<file path="src/vrf_macros.svh">
// vector register file sizes
// fixed geometry shared by the package and the RTL

`ifndef VRF_MACROS_SVH
`define VRF_MACROS_SVH

// number of vector registers, one word per bank each
`define VRF_NUM_REGS 32

// register index width, log2 of the register count
`define VRF_REG_IDX_W 5

// apb address width on both slave ports
`define VRF_ADDR_W 16

// peer apb ports sharing the banks
`define VRF_NUM_PORTS 2

`endif

</file>
<file path="src/vrf_pkg.sv">
// vector register file types
// element width, apb address views, bank request and crossbar controls

`include "vrf_macros.svh"

package vrf_pkg;

    // one bank word
    typedef logic [31:0] word_t;

    // element width, value 3 behaves as BYTE_1
    typedef enum logic [1:0] {
        BYTE_4 = 2'd0,
        BYTE_2 = 2'd1,
        BYTE_1 = 2'd2
    } eew_e;

    // word view, used when eew is BYTE_4
    typedef struct packed {
        logic [4:0]                unused;
        eew_e                      eew;
        logic [`VRF_REG_IDX_W-1:0] reg_idx;
        logic [1:0]                bank;
        logic [1:0]                align;
    } vrf_addr_word_t;

    // element view, used for BYTE_2 and BYTE_1
    typedef struct packed {
        logic [1:0]                unused;
        logic [1:0]                lane;
        logic                      sign_ext;
        eew_e                      eew;
        logic [`VRF_REG_IDX_W-1:0] reg_idx;
        logic [1:0]                bank_offset;
        logic [1:0]                align;
    } vrf_addr_elem_t;

    // both views share eew in bits 10:9
    typedef union packed {
        vrf_addr_word_t word;
        vrf_addr_elem_t elem;
    } vrf_addr_u;

    // bank request, bank doubles as offset on element reads
    typedef struct packed {
        logic                      valid;
        logic                      write;
        logic [`VRF_REG_IDX_W-1:0] reg_idx;
        logic [1:0]                bank;
        eew_e                      eew;
        logic                      sign_ext;
        word_t                     wdata;
    } vrf_req_t;

    // crossbar controls held with the read data
    typedef struct packed {
        eew_e       eew;
        logic [1:0] bank_offset;
        logic       sign_ext;
    } vrf_xbar_ctrl_t;

endpackage

</file>
<file path="src/vrf_arbiter.sv">
// round-robin arbiter between the apb ports
// grants one request per cycle and tracks the owner of the next response

`timescale 1ns/1ns
`include "vrf_macros.svh"

module vrf_arbiter import vrf_pkg::*; (
    input  logic                            clk,
    input  logic                            reset,
    input  vrf_req_t [`VRF_NUM_PORTS-1:0]   req,
    output logic     [`VRF_NUM_PORTS-1:0]   grant,
    output vrf_req_t                        bank_req,
    output logic     [`VRF_NUM_PORTS-1:0]   rsp_owner
);

    // 0 favours port 0, 1 favours port 1
    logic prio_q;

    // ************************************************************
    // grant, combinational
    // ************************************************************
    always_comb begin
        grant = '0;
        if (!prio_q) begin
            if (req[0].valid) begin
                grant[0] = 1'b1;
            end else if (req[1].valid) begin
                grant[1] = 1'b1;
            end
        end else begin
            if (req[1].valid) begin
                grant[1] = 1'b1;
            end else if (req[0].valid) begin
                grant[0] = 1'b1;
            end
        end
    end

    // forward the winner, valid only when someone won
    always_comb begin
        bank_req       = grant[1] ? req[1] : req[0];
        bank_req.valid = |grant;
    end

    // ************************************************************
    // priority and response owner
    // ************************************************************
    always_ff @(posedge clk) begin
        if (reset) begin
            prio_q    <= 1'b0;
            rsp_owner <= '0;
        end else begin
            // owner lines up with the registered bank data
            rsp_owner <= grant;
            // priority moves to the port not just served
            if (|grant) prio_q <= grant[0];
        end
    end

endmodule

</file>
<file path="config.mk">
export PLATFORM = sky130hd
export DESIGN_NAME = vrf_arbiter
export DESIGN_NICKNAME = d
export VERILOG_FILES = /design/src/vrf_pkg.sv /design/src/vrf_arbiter.sv
export VERILOG_INCLUDE_DIRS = /design/src
export SDC_FILE = /design/constraint.sdc
export NUM_CORES = 1
export LEC_CHECK = 0
export BUFFER_PORTS_ARGS = -buffer_cell sky130_fd_sc_hd__buf_4
export CORE_AREA = 2 2 54 56
export DETAILED_ROUTE_END_ITERATION = 8
export DIE_AREA = 0 0 56 58
export PLACE_DENSITY = 0.85
export SLEW_MARGIN = 20
export SYNTH_ARGS = -nofsm -noshare
export SYNTH_HDL_FRONTEND = slang
export SYNTH_SLANG_ARGS = --single-unit
</file>
<file path="constraint.sdc">
create_clock -name clk -period 3.2 [get_ports clk]
set_input_delay 0.48 -clock clk [delete_from_list [all_inputs] [get_ports clk]]
set_output_delay 0.48 -clock clk [all_outputs]
set_load 0.05 [all_outputs]
</file>
==> impl_results.rst <==
.. list-table::
   :header-rows: 1

   * - Metric
     - Value
   * - Result of the run
     - completed
   * - Effective utilization at floorplan
     - 0.240
   * - Placer Congestion
     - 0.818
   * - Number of global-route vias before repair
     - 1081
   * - Worst-path clk slew
     - 0.03 ns
   * - Leakage component of the power
     - 0.905 nW
   * - Number of levels the H-tree was split into
     - 1
   * - Sum of net half-perimeters after detailed placement
     - 2860 um
   * - Biggest area contributors in the synthesized netlist
     - sky130_fd_sc_hd__mux2_2 (71%), sky130_fd_sc_hd__dfxtp_1 (9.4%), sky130_fd_sc_hd__mux2_1 (5.3%)
   * - Core region area
     - 2660 um^2
   * - Slew @ Worst Pin
     - 0.534 ns
   * - Wire length of the first global-routing pass
     - 4850 um
   * - Setup crit end kind
     - primary output
   * - Headroom to the max-slew limit
     - 0.644
   * - Data arrival, critical path
     - 1.83 ns
   * - GRT Resource Usage Total
     - 0.189
   * - Clock latency of the later-clocked register in the worst-skew pair
     - 0.23 ns
   * - Number of sinks driven by the clock tree
     - 3
   * - First DRT Iteration DRCs
     - 39
   * - Min Clock Period, post-route
     - 2.31 ns
   * - Worst voltage drop across the vdd grid
     - 0.231 mV
   * - Antenna violations before repair
     - 0
   * - Count of standard-cell rows
     - 19
   * - Die Y-Extent
     - 58 um
   * - Total count of hold-check failures in the final report
     - 0
   * - Setup slack of the most critical reg-to-reg path
     - 2.03 ns
   * - Post_cts resized
     - 0
   * - Worst setup margin
     - 0.892 ns
   * - Top cell type's share of synthesized area
     - 0.706
   * - Number of buffers created by CTS
     - 3
   * - Overflow after GRT
     - 0
   * - Routed length per placed instance
     - 14.6 um
   * - Average via count per standard cell
     - 4.43
   * - Final clock period utilization by the worst path
     - 0.721
   * - Fraction of final layout cells sized beyond drive strength 1
     - 0.929
   * - Filler cell count in the final layout
     - 233
   * - N_diodes
     - 0
   * - Setup repair after global routing missed its margin
     - no
   * - Root buffer cell
     - sky130_fd_sc_hd__clkbuf_4
   * - DR vias
     - 1010
   * - Synth unique cells
     - 12
   * - Final setup violation count
     - 0
   * - Final core area utilization
     - 0.639
   * - Final std cell area, no fill
     - 1700 um^2
   * - Achievable frequency
     - 433 MHz
   * - Total negative setup slack
     - 0 ns
   * - PortBufs
     - 137
   * - Most used standard cell by instance count after synthesis
     - sky130_fd_sc_hd__mux2_2
   * - Required time of the critical path
     - 2.72 ns
   * - Worst Clk Skew
     - 0.00555 ns
   * - Prevailing post-synth register cell
     - sky130_fd_sc_hd__dfxtp_1
   * - Horizontal extent of the die
     - 56 um
   * - Syn Nets
     - 149
   * - Count of yosys warnings during synthesis
     - 0
   * - Critical setup path kind
     - in2out
   * - Number of antenna-violating nets in the routed design
     - 0
   * - Synth-to-Final Area Change
     - 167%
   * - Hold_buf cts
     - 0
   * - Register bit count reported by yosys
     - 3
   * - Number of buffers between clock root and the deepest sink
     - 2
   * - CTS tree
     - built
   * - Top-level port count
     - 138
   * - Maximum number of pins on one net before global-route repair
     - 46
   * - Final wirelength
     - 3320 um
   * - Post-route DRC violation count
     - 0
   * - Setup Fix Bufs, Post-CTS
     - 0
   * - Post-synthesis instance area
     - 638 um^2
   * - Number of max-cap violations
     - 0
   * - CP Launch Type
     - primary input
   * - Power density of the placed cells
     - 316 nW/um^2
   * - Initial DRT Pass Iterations
     - 4
   * - Ys async rst share
     - 0
   * - Synth top cells by count
     - sky130_fd_sc_hd__mux2_2 (40), sky130_fd_sc_hd__dfxtp_1 (3), sky130_fd_sc_hd__mux2_1 (3)
   * - Sequential share of the synthesized area
     - 0.0941
   * - Syn Inst Count
     - 59
   * - Worst slack, placed
     - 0.895 ns
   * - Net count, final
     - 288
   * - Cell type contributing the most total cell area after synthesis
     - sky130_fd_sc_hd__mux2_2
   * - Max-slew violation total from the final report
     - 0
   * - Area after DPL
     - 1680 um^2
   * - Overall die area
     - 3250 um^2
   * - Post-synthesis area per instance
     - 10.8 um^2
   * - CP Max Fanout
     - 45
   * - Hold/Removal Path Class
     - in2reg
   * - Number of enable-type register cells in the synthesized netlist
     - 0
[through the flow]
| step | power [W] | hold slack [ns] | std cells |
|---|---|---|---|
| 6_report | 0.000537 | 0.429 | 228 |
| 5_1_grt | 0.000560 | 0.432 | 228 |
| 4_1_cts | 0.000545 | 0.420 | 228 |
| 3_5_place_dp | 0.000473 | 0.547 | 224 |
| 3_3_place_gp | 0.000467 | 0.533 | 224 |
| 2_1_floorplan | 0.000309 | 0.518 | 59 |
[critical path: stages]
cell and delay [ns]:
sky130_fd_sc_hd__buf_4 0.09, sky130_fd_sc_hd__inv_1 0.06, sky130_fd_sc_hd__o21ai_4 0.11, sky130_fd_sc_hd__buf_4 0.47, sky130_fd_sc_hd__mux2_2 0.41, sky130_fd_sc_hd__buf_4 0.19
[kinds of logic after synthesis]
group,count (synthesis),synth area share
simple gates,4,0.0314
mux,43,0.759
flops,3,0.0941
compound gates,3,0.0451
buf+inv,6,0.0706
[per-layer routing]
metal / up-vias / track usage / routed length (um)
li1: 495 / - / -
met1: 457 / 0.187 / 1050
met2: 58 / 0.402 / 1980
met3: 0 / 0.0402 / 285
met4: 0 / 0.0306 / 0
met5: - / 0 / 0
[power by group]
group	internal [W]	switching, W	leakage [nW]
sequential	0.0000400	0.00000176	0.0249
combinational	0.000179	0.000249	0.865
clock	0.0000468	0.0000203	0.0150
[state kept, by name (all words and copies together), names as in the netlist]
name       cells
prio_q         1
rsp_owner      2
[worst paths after layout]
check / end / from / cells past startpoint
worst min register to register: prio_q$_SDFFE_PP0P_ / prio_q$_SDFFE_PP0P_ / 1
worst max-delay path: bank_req[17] / req[43] / 6
worst max register to register: rsp_owner[1]$_SDFF_PP0_ / prio_q$_SDFFE_PP0P_ / 3
worst min-delay path: rsp_owner[1]$_SDFF_PP0_ / reset / 2
[cell usage in the layout, fill, tap and decap left out]
| cell | count |
|---|---|
| sky130_fd_sc_hd__buf_4 | 138 |
| sky130_fd_sc_hd__mux2_2 | 40 |
| sky130_fd_sc_hd__mux2_1 | 3 |
| sky130_fd_sc_hd__clkbuf_4 | 3 |
| sky130_fd_sc_hd__dfxtp_1 | 3 |
| sky130_fd_sc_hd__inv_1 | 2 |
| sky130_fd_sc_hd__nor2_1 | 2 |
| sky130_fd_sc_hd__a21oi_1 | 1 |
| sky130_fd_sc_hd__or2_2 | 1 |
| sky130_fd_sc_hd__o21ai_4 | 1 |
| sky130_fd_sc_hd__a211oi_1 | 1 |
| sky130_fd_sc_hd__nor2b_1 | 1 |
| sky130_fd_sc_hd__clkbuf_1 | 1 |
[area by class of cell]
cell class	instances	area (um^2)	share of cell area
Clock buffer	4	26.3	0.0154
Tap cell	31	38.8	0.0228
Timing Repair Buffer	138	1040	0.609
Sequential cell	3	60.1	0.0353
Multi-Input combinational cell	50	533	0.313
Inverter	2	7.51	0.00441
No activity file was read; power rests on OpenSTA's default activity.
