[src/vrf_macros.svh]
// vector register file sizes
// fixed geometry shared by the package and the RTL

`ifndef VRF_MACROS_SVH
`define VRF_MACROS_SVH

// number of vector registers, one word per bank each
`define VRF_NUM_REGS 32

// register index width, log2 of the register count
`define VRF_REG_IDX_W 5

// apb address width on both slave ports
`define VRF_ADDR_W 16

// peer apb ports sharing the banks
`define VRF_NUM_PORTS 2

`endif

[src/vrf_pkg.sv]
// vector register file types
// element width, apb address views, bank request and crossbar controls

`include "vrf_macros.svh"

package vrf_pkg;

    // one bank word
    typedef logic [31:0] word_t;

    // element width, value 3 behaves as BYTE_1
    typedef enum logic [1:0] {
        BYTE_4 = 2'd0,
        BYTE_2 = 2'd1,
        BYTE_1 = 2'd2
    } eew_e;

    // word view, used when eew is BYTE_4
    typedef struct packed {
        logic [4:0]                unused;
        eew_e                      eew;
        logic [`VRF_REG_IDX_W-1:0] reg_idx;
        logic [1:0]                bank;
        logic [1:0]                align;
    } vrf_addr_word_t;

    // element view, used for BYTE_2 and BYTE_1
    typedef struct packed {
        logic [1:0]                unused;
        logic [1:0]                lane;
        logic                      sign_ext;
        eew_e                      eew;
        logic [`VRF_REG_IDX_W-1:0] reg_idx;
        logic [1:0]                bank_offset;
        logic [1:0]                align;
    } vrf_addr_elem_t;

    // both views share eew in bits 10:9
    typedef union packed {
        vrf_addr_word_t word;
        vrf_addr_elem_t elem;
    } vrf_addr_u;

    // bank request, bank doubles as offset on element reads
    typedef struct packed {
        logic                      valid;
        logic                      write;
        logic [`VRF_REG_IDX_W-1:0] reg_idx;
        logic [1:0]                bank;
        eew_e                      eew;
        logic                      sign_ext;
        word_t                     wdata;
    } vrf_req_t;

    // crossbar controls held with the read data
    typedef struct packed {
        eew_e       eew;
        logic [1:0] bank_offset;
        logic       sign_ext;
    } vrf_xbar_ctrl_t;

endpackage

[src/rv32v_read_xbar.sv]
// vector read crossbar
// spreads the bank words of one register over four lanes by element width

`timescale 1ns/1ns

module rv32v_read_xbar import vrf_pkg::*; (
    input  word_t [3:0]    bank_dat,
    input  vrf_xbar_ctrl_t xbar_ctrl,
    output word_t [3:0]    out_dat
);

    logic [1:0] next_off;
    word_t      base_w;
    word_t      next_w;

    // halfword lanes 2 and 3 come from the following bank, wrapping at 4
    assign next_off = xbar_ctrl.bank_offset + 2'd1;
    assign base_w   = bank_dat[xbar_ctrl.bank_offset];
    assign next_w   = bank_dat[next_off];

    // halfword to word
    function automatic word_t ext16(input logic [15:0] h, input logic s);
        return s ? {{16{h[15]}}, h} : {16'b0, h};
    endfunction

    // byte to word
    function automatic word_t ext8(input logic [7:0] b, input logic s);
        return s ? {{24{b[7]}}, b} : {24'b0, b};
    endfunction

    // ************************************************************
    // lane mapping
    // ************************************************************
    always_comb begin
        case (xbar_ctrl.eew)
            // straight through, lane i is bank i
            BYTE_4: out_dat = bank_dat;
            BYTE_2: begin
                out_dat[0] = ext16(base_w[15:0], xbar_ctrl.sign_ext);
                out_dat[1] = ext16(base_w[31:16], xbar_ctrl.sign_ext);
                out_dat[2] = ext16(next_w[15:0], xbar_ctrl.sign_ext);
                out_dat[3] = ext16(next_w[31:16], xbar_ctrl.sign_ext);
            end
            // BYTE_1 and the unused code
            default: begin
                // byte k of the offset bank, byte 3 is bits 31:24
                for (int k = 0; k < 4; k++) begin
                    out_dat[k] = ext8(base_w[8*k +: 8], xbar_ctrl.sign_ext);
                end
            end
        endcase
    end

endmodule

[config.mk]
export PLATFORM = sky130hd
export DESIGN_NAME = rv32v_read_xbar
export DESIGN_NICKNAME = d
export VERILOG_FILES = /design/src/vrf_pkg.sv /design/src/rv32v_read_xbar.sv
export VERILOG_INCLUDE_DIRS = /design/src
export SDC_FILE = /design/constraint.sdc
export NUM_CORES = 1
export LEC_CHECK = 0
export BUFFER_PORTS_ARGS = -buffer_cell sky130_fd_sc_hd__buf_2
export CAP_MARGIN = 25
export CORE_MARGIN = 10
export CORE_UTILIZATION = 40
export DETAILED_ROUTE_END_ITERATION = 10
export PLACE_DENSITY = 0.94
export REMOVE_ABC_BUFFERS = 1
export SETUP_SLACK_MARGIN = 0.3
export SYNTH_ARGS = -nofsm -noshare
export SYNTH_HDL_FRONTEND = slang
export SYNTH_SLANG_ARGS = --single-unit
[constraint.sdc]
create_clock -name vclk -period 3.45
set_input_delay 0.345 -clock vclk [all_inputs]
set_output_delay 0.345 -clock vclk [all_outputs]
set_load 0.005 [all_outputs]
==> results.md, run 1 <==
- PostCTS Resize Cnt: 0
- Slew @ Worst Pin: 0.855 ns
- Die area: 12000 um2
- Layout clock buffers: 0
- Sequential share of the synthesized area: 0
- Static leakage: 2.55 nW
- Pre-antenna DRT Iters: 5
- Antenna Cells: 0
- HP Start: bank_dat[20]
- Initial DRC count: 464
- Period utilization: 0.802
- Max-cap violations: 0
- First-pass GRT wire length: 25600 um
- I/O pin cnt: 261
- Vias in the first global route: 4855
- Largest net degree at the start of global routing: 73
- P&R area growth vs syn: 40.9%
- Top cells by count, synth: nand2_1 (157), a21oi_1 (80), mux4_2 (33)
- FP Rows: 32
- Routed Antenna Nets: 0
- Fillers: 738
- Hold/Removal Path Class: input pin to output port
- Syn avg cell area: 6.69 um2
- Dpl hpwl: 13700 um
- GRT Total Usage: 0.262
- Cells after synthesis: 480
- CP endpoint kind: output port
- Port bufs: 261
- Die W: 110 um
- Sequential standard cell area: 0 um2
- Post CTS Setup Buffer Count: 0
- VDD IR max: 0.0917 mV
- Type of origin of the critical path: input pin
- Critical path data arrival time: 2.42 ns
- Antenna violations before repair: 0
- Cell with the most instances after synthesis: nand2_1
- Status: complete, no violations
- YS warnings: 0
- Top cells by area, synth: mux4_2 (23%), nand2_1 (18%), a21oi_1 (12%), a21o_1 (5.4%), mux2i_1 (5.3%)
- Final hold viol count: 0
- Pwr dens: 169 nW/um2
- Max-slew violations: 0
- Routed via count: 4889
- Critical Path RT: 3.11 ns
- Multi-input gate area: 2960 um2
- Share of the synthesized area in the top cell type: 0.231
- Critical path type: input pin to output port
- Cell taking the most area after synthesis: mux4_2
- Wire per inst: 21.6 um
- RSZ-0062 raised after global routing: false
- Worst Hold End: out_dat[20]
- Vias per cell: 6.04
- Cell Area, Synth: 3210 um2
- Design area: 4530 um2
- Crit path max fanout: 33
- Seq_cells: 0
- Achievable Freq: 0.361 GHz
- Layout cells sized above 1: 0.474
- Area of the core: 7770 um2
- Placed Cells incl. Taps: 809
- Remaining global-route overflow: 0
- Post-route non-filler standard cell count: 809
- Drt drc: 0
- Die Span Y: 110 um
- Total wire length: 17400 um
- WHS Path Cells: 4
- Final setup violation count: 0
- Final min period: 2.77 ns
- Gpl congestion: 0.956
- Placed cell areas: 4530 um2
- CTS Hold Bufs: 0
- Slew headroom: 0.428
- Post-synth cell types: 36
- PnR Total Power: 0.000765 W
- Nets: 842
- Initial core utilization: 0.414
-- per-layer routing --
layer / track usage / vias to the layer above / wire length [um]
li1: - / 2206 / -
met1: 0.310 / 2224 / 6250
met2: 0.443 / 416 / 8260
met3: 0.0866 / 43 / 2520
met4: 0.0771 / 0 / 415
met5: 0 / - / 0
-- kinds of logic after synthesis --
logic type,count (synthesis),share of synthesized area
and+or+nand+nor,195,0.250
muxes,66,0.346
AOI/OAI and AO/OA,166,0.322
buffers and inverters,53,0.0814
-- report_power, final --
part / internal [W] / leakage (nW) / switching (W) / total, W
Combinational: 0.000353 / 2.55 / 0.000412 / 0.000765
Sequential: 0 / 0 / 0 / 0
Clock: 0 / 0 / 0 / 0
-- worst max-delay path by stage --
stage / startpoint / end / slack, ns / depth (start not counted)
after detailed placement: xbar_ctrl[1] / out_dat[3] / 0.69 / 7
after floorplan: xbar_ctrl[4] / out_dat[6] / -0.28 / 4
final: xbar_ctrl[1] / out_dat[6] / 0.68 / 7
after global routing: xbar_ctrl[1] / out_dat[0] / 0.48 / 7
after global placement: xbar_ctrl[1] / out_dat[2] / 0.72 / 7
after CTS: xbar_ctrl[1] / out_dat[3] / 0.68 / 7
-- cell usage in the layout, fill, tap and decap left out, drive strengths merged --
cell,instances
a22oi,21
mux4,34
o21ai,14
o2bb2ai,8
mux2,15
buf,277
nand3,2
or3b,1
and2,2
and3,1
nor2,13
nand2b,1
inv,3
a31oi,7
a21o,23
mux2i,17
o211ai,1
o31a,1
nand2,159
a221oi,1
nor2b,15
o22a,7
a21oi,81
a22o,2
nor3,1
-- metrics by stage --
step	utilization	hold WS [ns]	TNS (ns)	worst slack, ns
detailed placement	0.583	0.981	0	0.689
global route	0.583	0.996	0	0.479
global placement	0.583	0.977	0	0.717
CTS	0.583	0.984	0	0.681
floorplan	-	0.745	-1.78	-0.281
finish	0.583	0.981	0	0.683
-- final cells by class --
cell class | instances | area share
inverters | 3 | 0.00249
multi-input cells | 427 | 0.654
repair buffers | 277 | 0.316
well taps | 102 | 0.0282
-- critical path, cell delays in order --
cell and delay [ns]:
buf_2 0.16, buf_4 0.43, inv_2 0.31, nor2_1 0.74
a22oi_1 0.16, o21ai_0 0.12, buf_2 0.14
Note: power is estimated with default switching activity, not from simulation.
==> run 2, diff against run 1 <==
Settings changed: ABC_AREA set to 1.
Clock period 3.45 ns to 2.5 ns, I/O delays scaled along.
==> run 2 against run 1 <==
Global-route usage is 2.5 points higher; wire length is 22% higher; count of clock-buffer cells in the layout stayed put; critical path depth is 1 higher; power is 43% higher; die area is 12% higher; sequential share of layout area stayed put; synthesized cell count is 79% higher; worst setup slack worse by 0.34 ns; final cell count is 47% higher; combinational power is 42% higher; design area is 11% higher; largest cell class unchanged.
==> results.md, run 2 <==
- Pre-CTS WS: 0.241 ns (-0.448 ns)
- CTS Hold Bufs: 0 (unchanged)
- Antenna violations before repair: 1 (+1)
- I/O pin cnt: 261 (unchanged)
- Slew headroom: 0.550 (+0.122)
- Die Span Y: 116 um (+5.9%)
- Pre-antenna DRT Iters: 8 (+3)
- Setup TNS: 0 ns (unchanged)
- WHS Path Cells: 4 (unchanged)
- Crit path max fanout: 24 (-27%)
- Placed cell areas: 4960 um2 (+9.5%)
- Final hold viol count: 0 (unchanged)
- First-pass GRT wire length: 31600 um (+23%)
- HP Start: bank_dat[6]
- Hold/Removal Path Class: input pin to output port
- Cells after synthesis: 858 (+79%)
- Syn avg cell area: 4.30 um2 (-36%)
- Remaining global-route overflow: 0 (unchanged)
- Largest net degree at the start of global routing: 64 (-12%)
- Max-cap violations: 0 (unchanged)
- RSZ-0062 raised after global routing: false
- Port bufs: 261 (unchanged)
- Sequential share of the synthesized area: 0 (unchanged)
- Dpl hpwl: 16000 um (+17%)
- GRT Total Usage: 0.287 (+0.0250)
- Critical path data arrival time: 1.91 ns (-0.51 ns)
- Die area: 13500 um2 (+12%)
- Max-slew violations: 0 (unchanged)
- Design area: 5010 um2 (+11%)
- Period utilization: 0.864
- Cell taking the most area after synthesis: nand2_1
- Cell Area, Synth: 3690 um2 (+15%)
- YS warnings: 0 (unchanged)
- Fillers: 1009 (+37%)
- Type of origin of the critical path: input pin
- Worst Hold End: out_dat[6]
- Static leakage: 3.37 nW (+32%)
- Die W: 116 um (+5.9%)
- Final setup violation count: 0 (unchanged)
- Wire per inst: 17.8 um (-17%)
- Sequential standard cell area: 0 um2 (unchanged)
- Post CTS Setup Buffer Count: 0 (unchanged)
- Initial core utilization: 0.405 (-0.00817)
- VDD IR max: 0.0972 mV (+6.0%)
- P&R area growth vs syn: 35.6%
- Seq_cells: 0 (unchanged)
- Area of the core: 9110 um2 (+17%)
- Achievable Freq: 0.463 GHz
- Status: complete, no violations
- Nets: 1214 (+44%)
- Vias per cell: 5.56 (-8.0%)
- Commonest non-fill, non-tap cell in the layout: nand2_1
- Commonest non-fill, non-tap cells in the layout: nand2_1 (424), buf_2 (260), nand3_1 (167)
- Post-synth cell types: 19 (-47%)
- Layout clock buffers: 0 (unchanged)
- Critical Path RT: 2.25 ns (-0.86 ns)
- Top cells by area, synth: nand2_1 (43%), nand3_1 (23%), nor2_1 (7.9%), inv_1 (7.1%), a21oi_1 (4.2%)
- Cell with the most instances after synthesis: nand2_1
- Share of the synthesized area in the top cell type: 0.432 (+0.201)
- FP Rows: 35 (+9.4%)
- Initial DRC count: 785 (+69%)
- Layout cells sized above 1: 0.282 (-0.192)
- Slew @ Worst Pin: 0.675 ns (-0.180 ns)
- Routed Antenna Nets: 0 (unchanged)
- Critical path type: input pin to output port
- Gpl congestion: 0.975 (+2.1%)
- Vias in the first global route: 6270 (+29%)
- Top cells by count, synth: nand2_1 (425), nand3_1 (167), nor2_1 (78)
- Routed via count: 6624 (+35%)
- CP endpoint kind: output port
- Total wire length: 21200 um (+22%)
- Drt drc: 0 (unchanged)
- Util after Layout: 0.550 (-0.0328)
- Final min period: 2.16 ns
- Post-route setup slack: 0.340 ns (-0.344 ns)
- Pwr dens: 218 nW/um2 (+29%)
==> run 2: cell count changes after synthesis, sizes merged, moves of 16 or more <==
cell,before,now
nand2,159,433
nand3,2,171
inv,3,75
nor2,13,81
a21oi,81,32
mux4,34,0
buf,21,46
a21o,23,0
a22oi,21,0
mux2i,17,0
clkbuf,29,13
==> run 2: logic make-up after synthesis <==
family	Yosys count	synth area share
buffers and inverters	134	0.168
AOI/OAI and AO/OA	39	0.0606
and+or+nand+nor	685	0.771
==> run 2: per-layer routing <==
| layer | global-route usage | vias up | wire (um) |
|---|---|---|---|
| li1 | - | 3116 | - |
| met1 | 0.330 | 2815 | 7490 |
| met2 | 0.484 | 581 | 9700 |
| met3 | 0.0770 | 112 | 3100 |
| met4 | 0.137 | 0 | 911 |
| met5 | 0 | - | 0 |
==> run 2: per-stage QoR <==
stage               cells  hold slack (ns)  power (W)
floorplan             799            0.597   0.000496
global placement     1189            0.781    0.00104
detailed placement   1189            0.791    0.00106
CTS                  1189            0.794    0.00107
global route         1190            0.820    0.00120
finish               1192            0.789    0.00109
==> run 2: layout make-up <==
cell class	instances	area [um2]	share of cell area
antenna	2	5.00	0.000999
tap	111	139	0.0277
inverter	75	289	0.0577
timing repair buffer	279	1460	0.291
multi-input combinational	725	3120	0.622
==> run 2: how the worst max path moves through the flow <==
stage / from / end / slack, ns / depth (start not counted)
5_1_grt: xbar_ctrl[1] / out_dat[43] / 0.29 / 8
2_1_floorplan: xbar_ctrl[3] / out_dat[0] / 0.27 / 5
4_1_cts: xbar_ctrl[1] / out_dat[43] / 0.32 / 8
6_report: xbar_ctrl[1] / out_dat[43] / 0.34 / 8
3_5_place_dp: xbar_ctrl[1] / out_dat[81] / 0.24 / 9
3_3_place_gp: xbar_ctrl[1] / out_dat[81] / 0.28 / 9
==> run 2: repair_timing <==
action | CTS | global route
gates cloned | 0 | 1
setup endpoints to repair | 6 | 79
resized for setup | 3 | 7
==> run 2: where the power goes <==
group            internal (W)  leakage (nW)  switching [W]       total [W]
Combinational        0.000421          3.37       0.000670         0.00109
Clock          0.000000000107     0.0000127              0  0.000000000107
Sequential                  0             0              0               0
Total                0.000421          3.37       0.000670         0.00109
==> run 2: critical path, cell delays in order <==
cell      delay [ns]
clkbuf_4        0.25
buf_4           0.24
nand2_1         0.07
nand3_1         0.10
nand2_2         0.11
nand2_2         0.49
nand3_1         0.21
buf_2           0.18
