File: config.mk
export PLATFORM = sky130hd
export DESIGN_NAME = vrf_apb_port
export DESIGN_NICKNAME = d
export VERILOG_FILES = /design/src/vrf_pkg.sv /design/src/vrf_apb_port.sv
export VERILOG_INCLUDE_DIRS = /design/src
export SDC_FILE = /design/constraint.sdc
export NUM_CORES = 1
export LEC_CHECK = 0
export ABC_AREA = 1
export BUFFER_PORTS_ARGS = -buffer_cell sky130_fd_sc_hd__buf_2
export CORE_AREA = 2 2 102 104
export DETAILED_ROUTE_END_ITERATION = 12
export DIE_AREA = 0 0 104 106
export GPL_ROUTABILITY_DRIVEN = 0
export PLACE_DENSITY_LB_ADDON = 0.3
export SYNTH_ARGS = -nofsm -noshare
export SYNTH_HDL_FRONTEND = slang
export SYNTH_SLANG_ARGS = --single-unit
File: constraint.sdc
create_clock -name clk -period 1.7 [get_ports clk]
set_clock_uncertainty 0.2 [all_clocks]
set_input_delay 0.255 -clock clk [delete_from_list [all_inputs] [get_ports clk]]
set_output_delay 0.255 -clock clk [all_outputs]
set_load 0.005 [all_outputs]
File: src/vrf_macros.svh
// vector register file sizes
// fixed geometry shared by the package and the RTL

`ifndef VRF_MACROS_SVH
`define VRF_MACROS_SVH

// number of vector registers, one word per bank each
`define VRF_NUM_REGS 32

// register index width, log2 of the register count
`define VRF_REG_IDX_W 5

// apb address width on both slave ports
`define VRF_ADDR_W 16

// peer apb ports sharing the banks
`define VRF_NUM_PORTS 2

`endif

File: src/vrf_pkg.sv
// vector register file types
// element width, apb address views, bank request and crossbar controls

`include "vrf_macros.svh"

package vrf_pkg;

    // one bank word
    typedef logic [31:0] word_t;

    // element width, value 3 behaves as BYTE_1
    typedef enum logic [1:0] {
        BYTE_4 = 2'd0,
        BYTE_2 = 2'd1,
        BYTE_1 = 2'd2
    } eew_e;

    // word view, used when eew is BYTE_4
    typedef struct packed {
        logic [4:0]                unused;
        eew_e                      eew;
        logic [`VRF_REG_IDX_W-1:0] reg_idx;
        logic [1:0]                bank;
        logic [1:0]                align;
    } vrf_addr_word_t;

    // element view, used for BYTE_2 and BYTE_1
    typedef struct packed {
        logic [1:0]                unused;
        logic [1:0]                lane;
        logic                      sign_ext;
        eew_e                      eew;
        logic [`VRF_REG_IDX_W-1:0] reg_idx;
        logic [1:0]                bank_offset;
        logic [1:0]                align;
    } vrf_addr_elem_t;

    // both views share eew in bits 10:9
    typedef union packed {
        vrf_addr_word_t word;
        vrf_addr_elem_t elem;
    } vrf_addr_u;

    // bank request, bank doubles as offset on element reads
    typedef struct packed {
        logic                      valid;
        logic                      write;
        logic [`VRF_REG_IDX_W-1:0] reg_idx;
        logic [1:0]                bank;
        eew_e                      eew;
        logic                      sign_ext;
        word_t                     wdata;
    } vrf_req_t;

    // crossbar controls held with the read data
    typedef struct packed {
        eew_e       eew;
        logic [1:0] bank_offset;
        logic       sign_ext;
    } vrf_xbar_ctrl_t;

endpackage

File: src/vrf_apb_port.sv
// vrf apb slave port
// decodes the address, requests the banks and completes the transfer

`timescale 1ns/1ns
`include "vrf_macros.svh"

module vrf_apb_port import vrf_pkg::*; (
    input  logic                   clk,
    input  logic                   reset,
    input  logic                   psel,
    input  logic                   penable,
    input  logic                   pwrite,
    input  logic [`VRF_ADDR_W-1:0] paddr,
    input  word_t                  pwdata,
    output word_t                  prdata,
    output logic                   pready,
    output logic                   pslverr,
    output vrf_req_t               req,
    input  logic                   grant,
    input  logic                   rsp_valid,
    input  word_t [3:0]            lane_dat
);

    typedef enum logic [1:0] {ST_IDLE, ST_REQ, ST_RSP} state_e;

    state_e     state_q;
    logic       err_q;
    logic [1:0] lane_q;
    vrf_addr_u  addr;
    logic       access;
    logic       refuse;
    logic       word_view;

    assign addr      = paddr;
    assign access    = psel & penable;
    assign word_view = (addr.word.eew == BYTE_4);
    // element writes are not supported
    assign refuse    = pwrite & ~word_view;

    // ************************************************************
    // request towards the arbiter
    // ************************************************************
    always_comb begin
        req.valid    = access & ~refuse & (state_q != ST_RSP);
        req.write    = pwrite;
        req.reg_idx  = addr.word.reg_idx;
        req.eew      = addr.word.eew;
        // offset lives in the same bits as the word bank
        req.bank     = addr.word.bank;
        req.sign_ext = word_view ? 1'b0 : addr.elem.sign_ext;
        req.wdata    = pwdata;
    end

    // ************************************************************
    // transfer state
    // ************************************************************
    always_ff @(posedge clk) begin
        if (reset) begin
            state_q <= ST_IDLE;
            err_q   <= 1'b0;
        end else begin
            case (state_q)
                ST_IDLE: if (access) begin
                    if (refuse) begin
                        // answer locally, banks untouched
                        state_q <= ST_RSP;
                        err_q   <= 1'b1;
                    end else if (grant) begin
                        state_q <= ST_RSP;
                    end else begin
                        state_q <= ST_REQ;
                    end
                end
                // held until the arbiter picks this port
                ST_REQ: if (grant) state_q <= ST_RSP;
                default: if (pready) begin
                    state_q <= ST_IDLE;
                    err_q   <= 1'b0;
                end
            endcase
        end
    end

    // lane to return, word view maps lane to bank
    always_ff @(posedge clk) begin
        if (state_q == ST_IDLE && access) begin
            lane_q <= word_view ? addr.word.bank : addr.elem.lane;
        end
    end

    // read data arrives one cycle after the grant
    assign pready  = (state_q == ST_RSP) & (rsp_valid | err_q);
    assign pslverr = (state_q == ST_RSP) & err_q;
    assign prdata  = rsp_valid ? lane_dat[lane_q] : '0;

endmodule

==> results of run 1 <==
worst reg2reg max path: cells and delay by family (launching register included):
kind / cells / cell delay [ns]
compound gates: 2 / 0.24
buf+inv: 1 / 0.07
flops: 1 / 0.36
simple gates: 3 / 0.25
report_power, final:
group | total (uW) | internal, uW | switching, uW
Clock | 216 | 161 | 55.4
Sequential | 159 | 143 | 15.7
Combinational | 917 | 459 | 457
final timing paths:
check               endpoint  cells after the start       start  slack (ns)
hold / removal    state_q[0]                      4       reset        0.10
setup / recovery   prdata[2]                      8   lane_q[0]       -0.29
hold reg to reg        err_q                      2       err_q        0.31
setup reg to reg       err_q                      6  state_q[1]        0.51
cells by family after synthesis:
group,after synthesis,synth area share
multiplexers,2,0.0130
flip-flops,5,0.0696
AND/OR/NAND/NOR,150,0.329
buffers and inverters,77,0.293
AO/OA/AOI/OAI,102,0.296
repair_timing:
| action | CTS | global route |
|---|---|---|
| pin swaps | 39 | 29 |
| resized for setup | 74 | 26 |
| buffers inserted | 5 | 1 |
| cloned | 6 | 1 |
| setup endpoints to repair | 32 | 33 |
flip-flops by register name (all words and copies together) (netlist names):
signal / flops
lane_q: 2
state_q: 2
err_q: 1
cell usage after synthesis:
master,number,area (um^2)
a21oi_1,35,175
o21ai_0,24,120
mux2_2,2,22.5
edfxtp_1,2,60.1
clkbuf_1,10,37.5
nand2_1,10,37.5
buf_4,42,315
nor3_1,1,5.00
buf_6,7,78.8
inv_2,1,3.75
nand3_1,3,15.0
inv_1,11,41.3
dfxtp_1,3,60.1
nor2_1,136,510
buf_2,5,25.0
o21ai_1,43,215
buf_1,1,3.75
metal layers:
metal / wire length (um) / GRT usage / vias up / share of wire
met5: 0 / 0 / - / 0
met4: 188 / 0.0261 / 0 / 0.021
met3: 782 / 0.0405 / 16 / 0.088
met2: 4580 / 0.280 / 148 / 0.51
met1: 3360 / 0.168 / 1172 / 0.38
li1: - / - / 1347 / -
area by class of cell:
type / instances / area share
Multi-Input combinational cell: 254 / 0.434
Clock buffer: 4 / 0.0145
Sequential cell: 5 / 0.0387
Inverter: 12 / 0.0169
Timing Repair Buffer: 209 / 0.441
Tap cell: 136 / 0.0549
per-stage QoR:
| stage | hold WS, ns | TNS [ns] |
|---|---|---|
| finish | 0.101 | -6.86 |
| global route | 0.135 | -9.79 |
| CTS | 0.101 | -7.65 |
| detailed placement | 0.291 | -1.51 |
| global placement | 0.277 | -1.33 |
| floorplan | 0.223 | 0 |
==> flow_metrics.env, run 1 <==
export IMPL_worstSkewPairLatency_ns=0.22
export IMPL_slew_headroom=0.791
export IMPL_mostFrequentLayoutCells="buf_2, nor2_1, o21ai_1, a21oi_1, nor2_4"
export IMPL_grt_pass1_vias=2635
export IMPL_multiInputGateArea_um2=1350
export IMPL_leakagePower_uw=0.00154
export IMPL_final_setup_worst_slack_ns=-0.287
export IMPL_cts_root_buffer="clkbuf_8"
export IMPL_grt_first_pass_wirelength_um=13000
export IMPL_numCtsBuffers=3
export IMPL_max_vdd_ir_drop_uv=335
export IMPL_cts_htree_levels=1
export IMPL_fin_util=0.310
export IMPL_syn_inst=336
export IMPL_regArea_um2=120
export IMPL_fp_dieW_um=104
export IMPL_finalNonFillerCells=620
export IMPL_io_buffers=182
export IMPL_min_path_type="input pin to flop"
export IMPL_avgRoutedWirePerCell_um=14.4
export IMPL_antenna_found_initial=0
export IMPL_cts_sinks=5
export IMPL_clock_path_buffers=2
export IMPL_synth_seq_area_share=0.0696
export IMPL_max_stage_delay_ns=0.40
export IMPL_placed_cell_area_um2=2530
export IMPL_crit_chain="buf_12 > buf_12 > buf_6 > nor2_2 > nor2_1 > o21ai_1 > a21oi_1 > buf_2"
export IMPL_cp_max_fo=7
export IMPL_clk_pin_slew_ns=0.03
export IMPL_holdBufCountCts=0
export IMPL_ys_types=17
export IMPL_violations="negative setup slack"
export IMPL_yosysWarnings=0
export IMPL_firstDrtPassIters=4
export IMPL_tritoncts="done"
export IMPL_cap_violations=0
export IMPL_endpoint_kind="output port"
export IMPL_cp_data_arrival_time_ns=1.53
export IMPL_status="complete, but fails checks"
export IMPL_viasPerCell=4.33
export IMPL_min_period_ns=1.99
export IMPL_rsz0062_at_grt="yes"
export IMPL_nNetsFinal=668
export IMPL_period_share=1.17
export IMPL_ios=261
export IMPL_grt_max_degree=29
export IMPL_antenna_left=0
export IMPL_drc=0
export IMPL_cpMostUsedCell="buf_12"
export IMPL_drt_wl_total_um=8910
export IMPL_critPathTopFamily="buffers and inverters"
export IMPL_gr_total_overflow=0
export IMPL_syn_to_final_growth_pct=79.6
export IMPL_worstMarginPinSlew_ns=0.310
export IMPL_setup_viol=32
export IMPL_track_usage=0.148
export IMPL_hold_viol=0
export IMPL_crit_buf_inv=4
export IMPL_start_util=0.173
export IMPL_synth_nets=519
export IMPL_fmax_ghz=0.503
export IMPL_die_area_um2=11000
export IMPL_cp_start_kind="flop"
export IMPL_crit_type="flop to output port"
export IMPL_drive_above_1_share=0.539
export IMPL_slowest_stage="edfxtp_1"
export IMPL_core_um2=10000
export IMPL_place_inst=603
export IMPL_ys_ff_latch=5
export IMPL_antenna_cells=0
export IMPL_die_h_um=106
export IMPL_fillers=1145
export IMPL_dp_hpwl_um=6410
export IMPL_mostFrequentLayoutCell="buf_2"
export IMPL_crit_required_ns=1.24
export IMPL_synth_cell_area_um2=1730
export IMPL_powerDensity_nw_per_um2=416
export IMPL_finalPower_uw=1290
export IMPL_vias=2683
export IMPL_drt_first_iter_violations=153
export IMPL_pre_cts_ws_ns=-0.104
export IMPL_stdcell_area_um2=3100
export IMPL_drv_slew=0
export IMPL_rows=37
export IMPL_postSynthAreaPerCell_um2=5.14
No activity file was read; power rests on OpenSTA's default activity.
==> run 2: changes to the inputs <==
- clock period: 1.7 -> 2.49 ns (I/O delays scaled with it)
==> run 2 against run 1 <==
Net effect: the flow now finishes without violations; wire length down 14%; final area fell by 21%; sequential share of layout area is 1.0 points higher; register-to-register slack improved by 0.74 ns; non-clock buffer count fell by 19; clock-buffer cell count unchanged; flip-flop and latch count unchanged; clock power down 30%; critical path depth fell by 2; sequential power is 31% lower; setup slack improved by 0.60 ns.
==> flow_metrics.env, run 2 (synthesis gave the netlist of run 1 again) <==
export IMPL_status="completed"
export IMPL_endpoint_kind="output port"
export IMPL_start_util=0.173
export IMPL_crit_type="flop to output port"
export IMPL_nNetsFinal=649
export IMPL_leakagePower_uw=0.00134
export IMPL_firstDrtPassIters=5
export IMPL_powerDensity_nw_per_um2=290
export IMPL_tns_ns=0
export IMPL_antenna_found_initial=0
export IMPL_antenna_cells=0
export IMPL_crit_chain="buf_4 > nor2_1 > nor2_1 > o21ai_1 > a21oi_1 > buf_2"
export IMPL_syn_to_final_growth_pct=42.8
export IMPL_cp_max_fo=34
export IMPL_dp_hpwl_um=6270
export IMPL_avgRoutedWirePerCell_um=12.8
export IMPL_mostFrequentLayoutCells="buf_2, nor2_1, o21ai_1, a21oi_1, o21ai_0"
export IMPL_tritoncts="done"
export IMPL_die_area_um2=11000
export IMPL_setup_viol=0
export IMPL_drt_wl_total_um=7690
export IMPL_placed_cell_area_um2=2420
export IMPL_clock_path_buffers=2
export IMPL_slowest_stage="edfxtp_1"
export IMPL_gr_total_overflow=0
export IMPL_mostFrequentLayoutCell="buf_2"
export IMPL_min_period_ns=2.18
export IMPL_fp_dieW_um=104
export IMPL_vias=2552
export IMPL_antenna_left=0
export IMPL_drv_slew=0
export IMPL_fmax_ghz=0.458
export IMPL_rows=37
export IMPL_grt_max_degree=38
export IMPL_max_stage_delay_ns=0.37
export IMPL_cts_resized=0
export IMPL_hold_depth=4
export IMPL_ios=261
export IMPL_worstSkewPairLatency_ns=0.22
export IMPL_fillers=1204
export IMPL_max_vdd_ir_drop_uv=167
export IMPL_clk_pin_slew_ns=0.04
export IMPL_hold_viol=0
export IMPL_grt_first_pass_wirelength_um=11400
export IMPL_drc=0
export IMPL_min_path_type="input pin to flop"
export IMPL_rr_worst_depth=6
export IMPL_cts_sinks=5
export IMPL_cpMostUsedCell="nor2_1"
export IMPL_cts_htree_levels=1
export IMPL_die_h_um=106
export IMPL_numCtsBuffers=3
export IMPL_post_cts_buffers=0
export IMPL_viasPerCell=4.25
export IMPL_drt_first_iter_violations=209
export IMPL_slew_headroom=0.725
export IMPL_rsz0062_at_grt="no"
export IMPL_io_buffers=182
export IMPL_crit_required_ns=1.92
export IMPL_worstMarginPinSlew_ns=0.408
export IMPL_grt_pass1_vias=2378
export IMPL_stdcell_area_um2=2460
export IMPL_cts_root_buffer="clkbuf_8"
export IMPL_holdWs_ns=0.209
export IMPL_core_um2=10000
export IMPL_top_regs="lane_q (2), state_q (2), err_q (1)"
export IMPL_period_share=0.876
export IMPL_holdBufCountCts=0
export IMPL_cap_violations=0
export IMPL_track_usage=0.128
export IMPL_drive_above_1_share=0.422
export IMPL_cp_data_arrival_time_ns=1.61
export IMPL_cp_start_kind="flop"
## run 2: cell types whose count changed in the layout (fill, tap and decap cells not counted), moves of 3 or more
cell / delta
buf_12: -8
nor2_1: +39
nor2_2: -14
o21ai_0: +13
nor2_4: -25
o21ai_1: -8
buf_4: -3
o21ai_2: -5
buf_16: -6
## run 2: cell type report
class,count,area [um^2],share of cell area
Multi-Input combinational cell,254,1100,0.447
Timing Repair Buffer,190,983,0.399
Tap cell,136,170,0.0690
Sequential cell,5,120,0.0487
Clock buffer,4,45.0,0.0183
Inverter,12,45.0,0.0183
## run 2: routing by layer
metal	vias to the layer above	wire length [um]	global-route usage
li1	1299	-	-
met1	1075	3050	0.143
met2	162	3660	0.237
met3	16	788	0.0368
met4	0	187	0.0376
met5	-	0	0
## run 2: final timing paths
path              start          to  slack, ns
max           lane_q[0]   prdata[2]       0.31
min               reset  state_q[0]       0.21
max reg2reg  state_q[1]       err_q       1.25
min reg2reg       err_q       err_q       0.29
## run 2: worst max-delay path, delay by kind of cell (launching register included)
family | cells | cell delay, ns
AOI/OAI and AO/OA | 2 | 0.33
buffers and inverters | 2 | 0.50
and+or+nand+nor | 2 | 0.17
DFF | 1 | 0.37
## run 2: where the power goes
part	leakage (uW)	switching [uW]	total, uW	internal (uW)
clock network	0.0000228	40.6	151	110
logic	0.00127	243	454	211
registers	0.0000432	11.6	110	97.9
total	0.00134	296	715	419
## run 2: stage by stage
step	total power (uW)	utilization	cells	setup WS, ns
2_1_floorplan	408	-	336	0.858
3_3_place_gp	563	0.242	597	0.563
3_5_place_dp	566	0.242	597	0.528
4_1_cts	721	0.246	601	0.285
5_1_grt	783	0.246	601	0.175
6_report	715	0.246	601	0.309
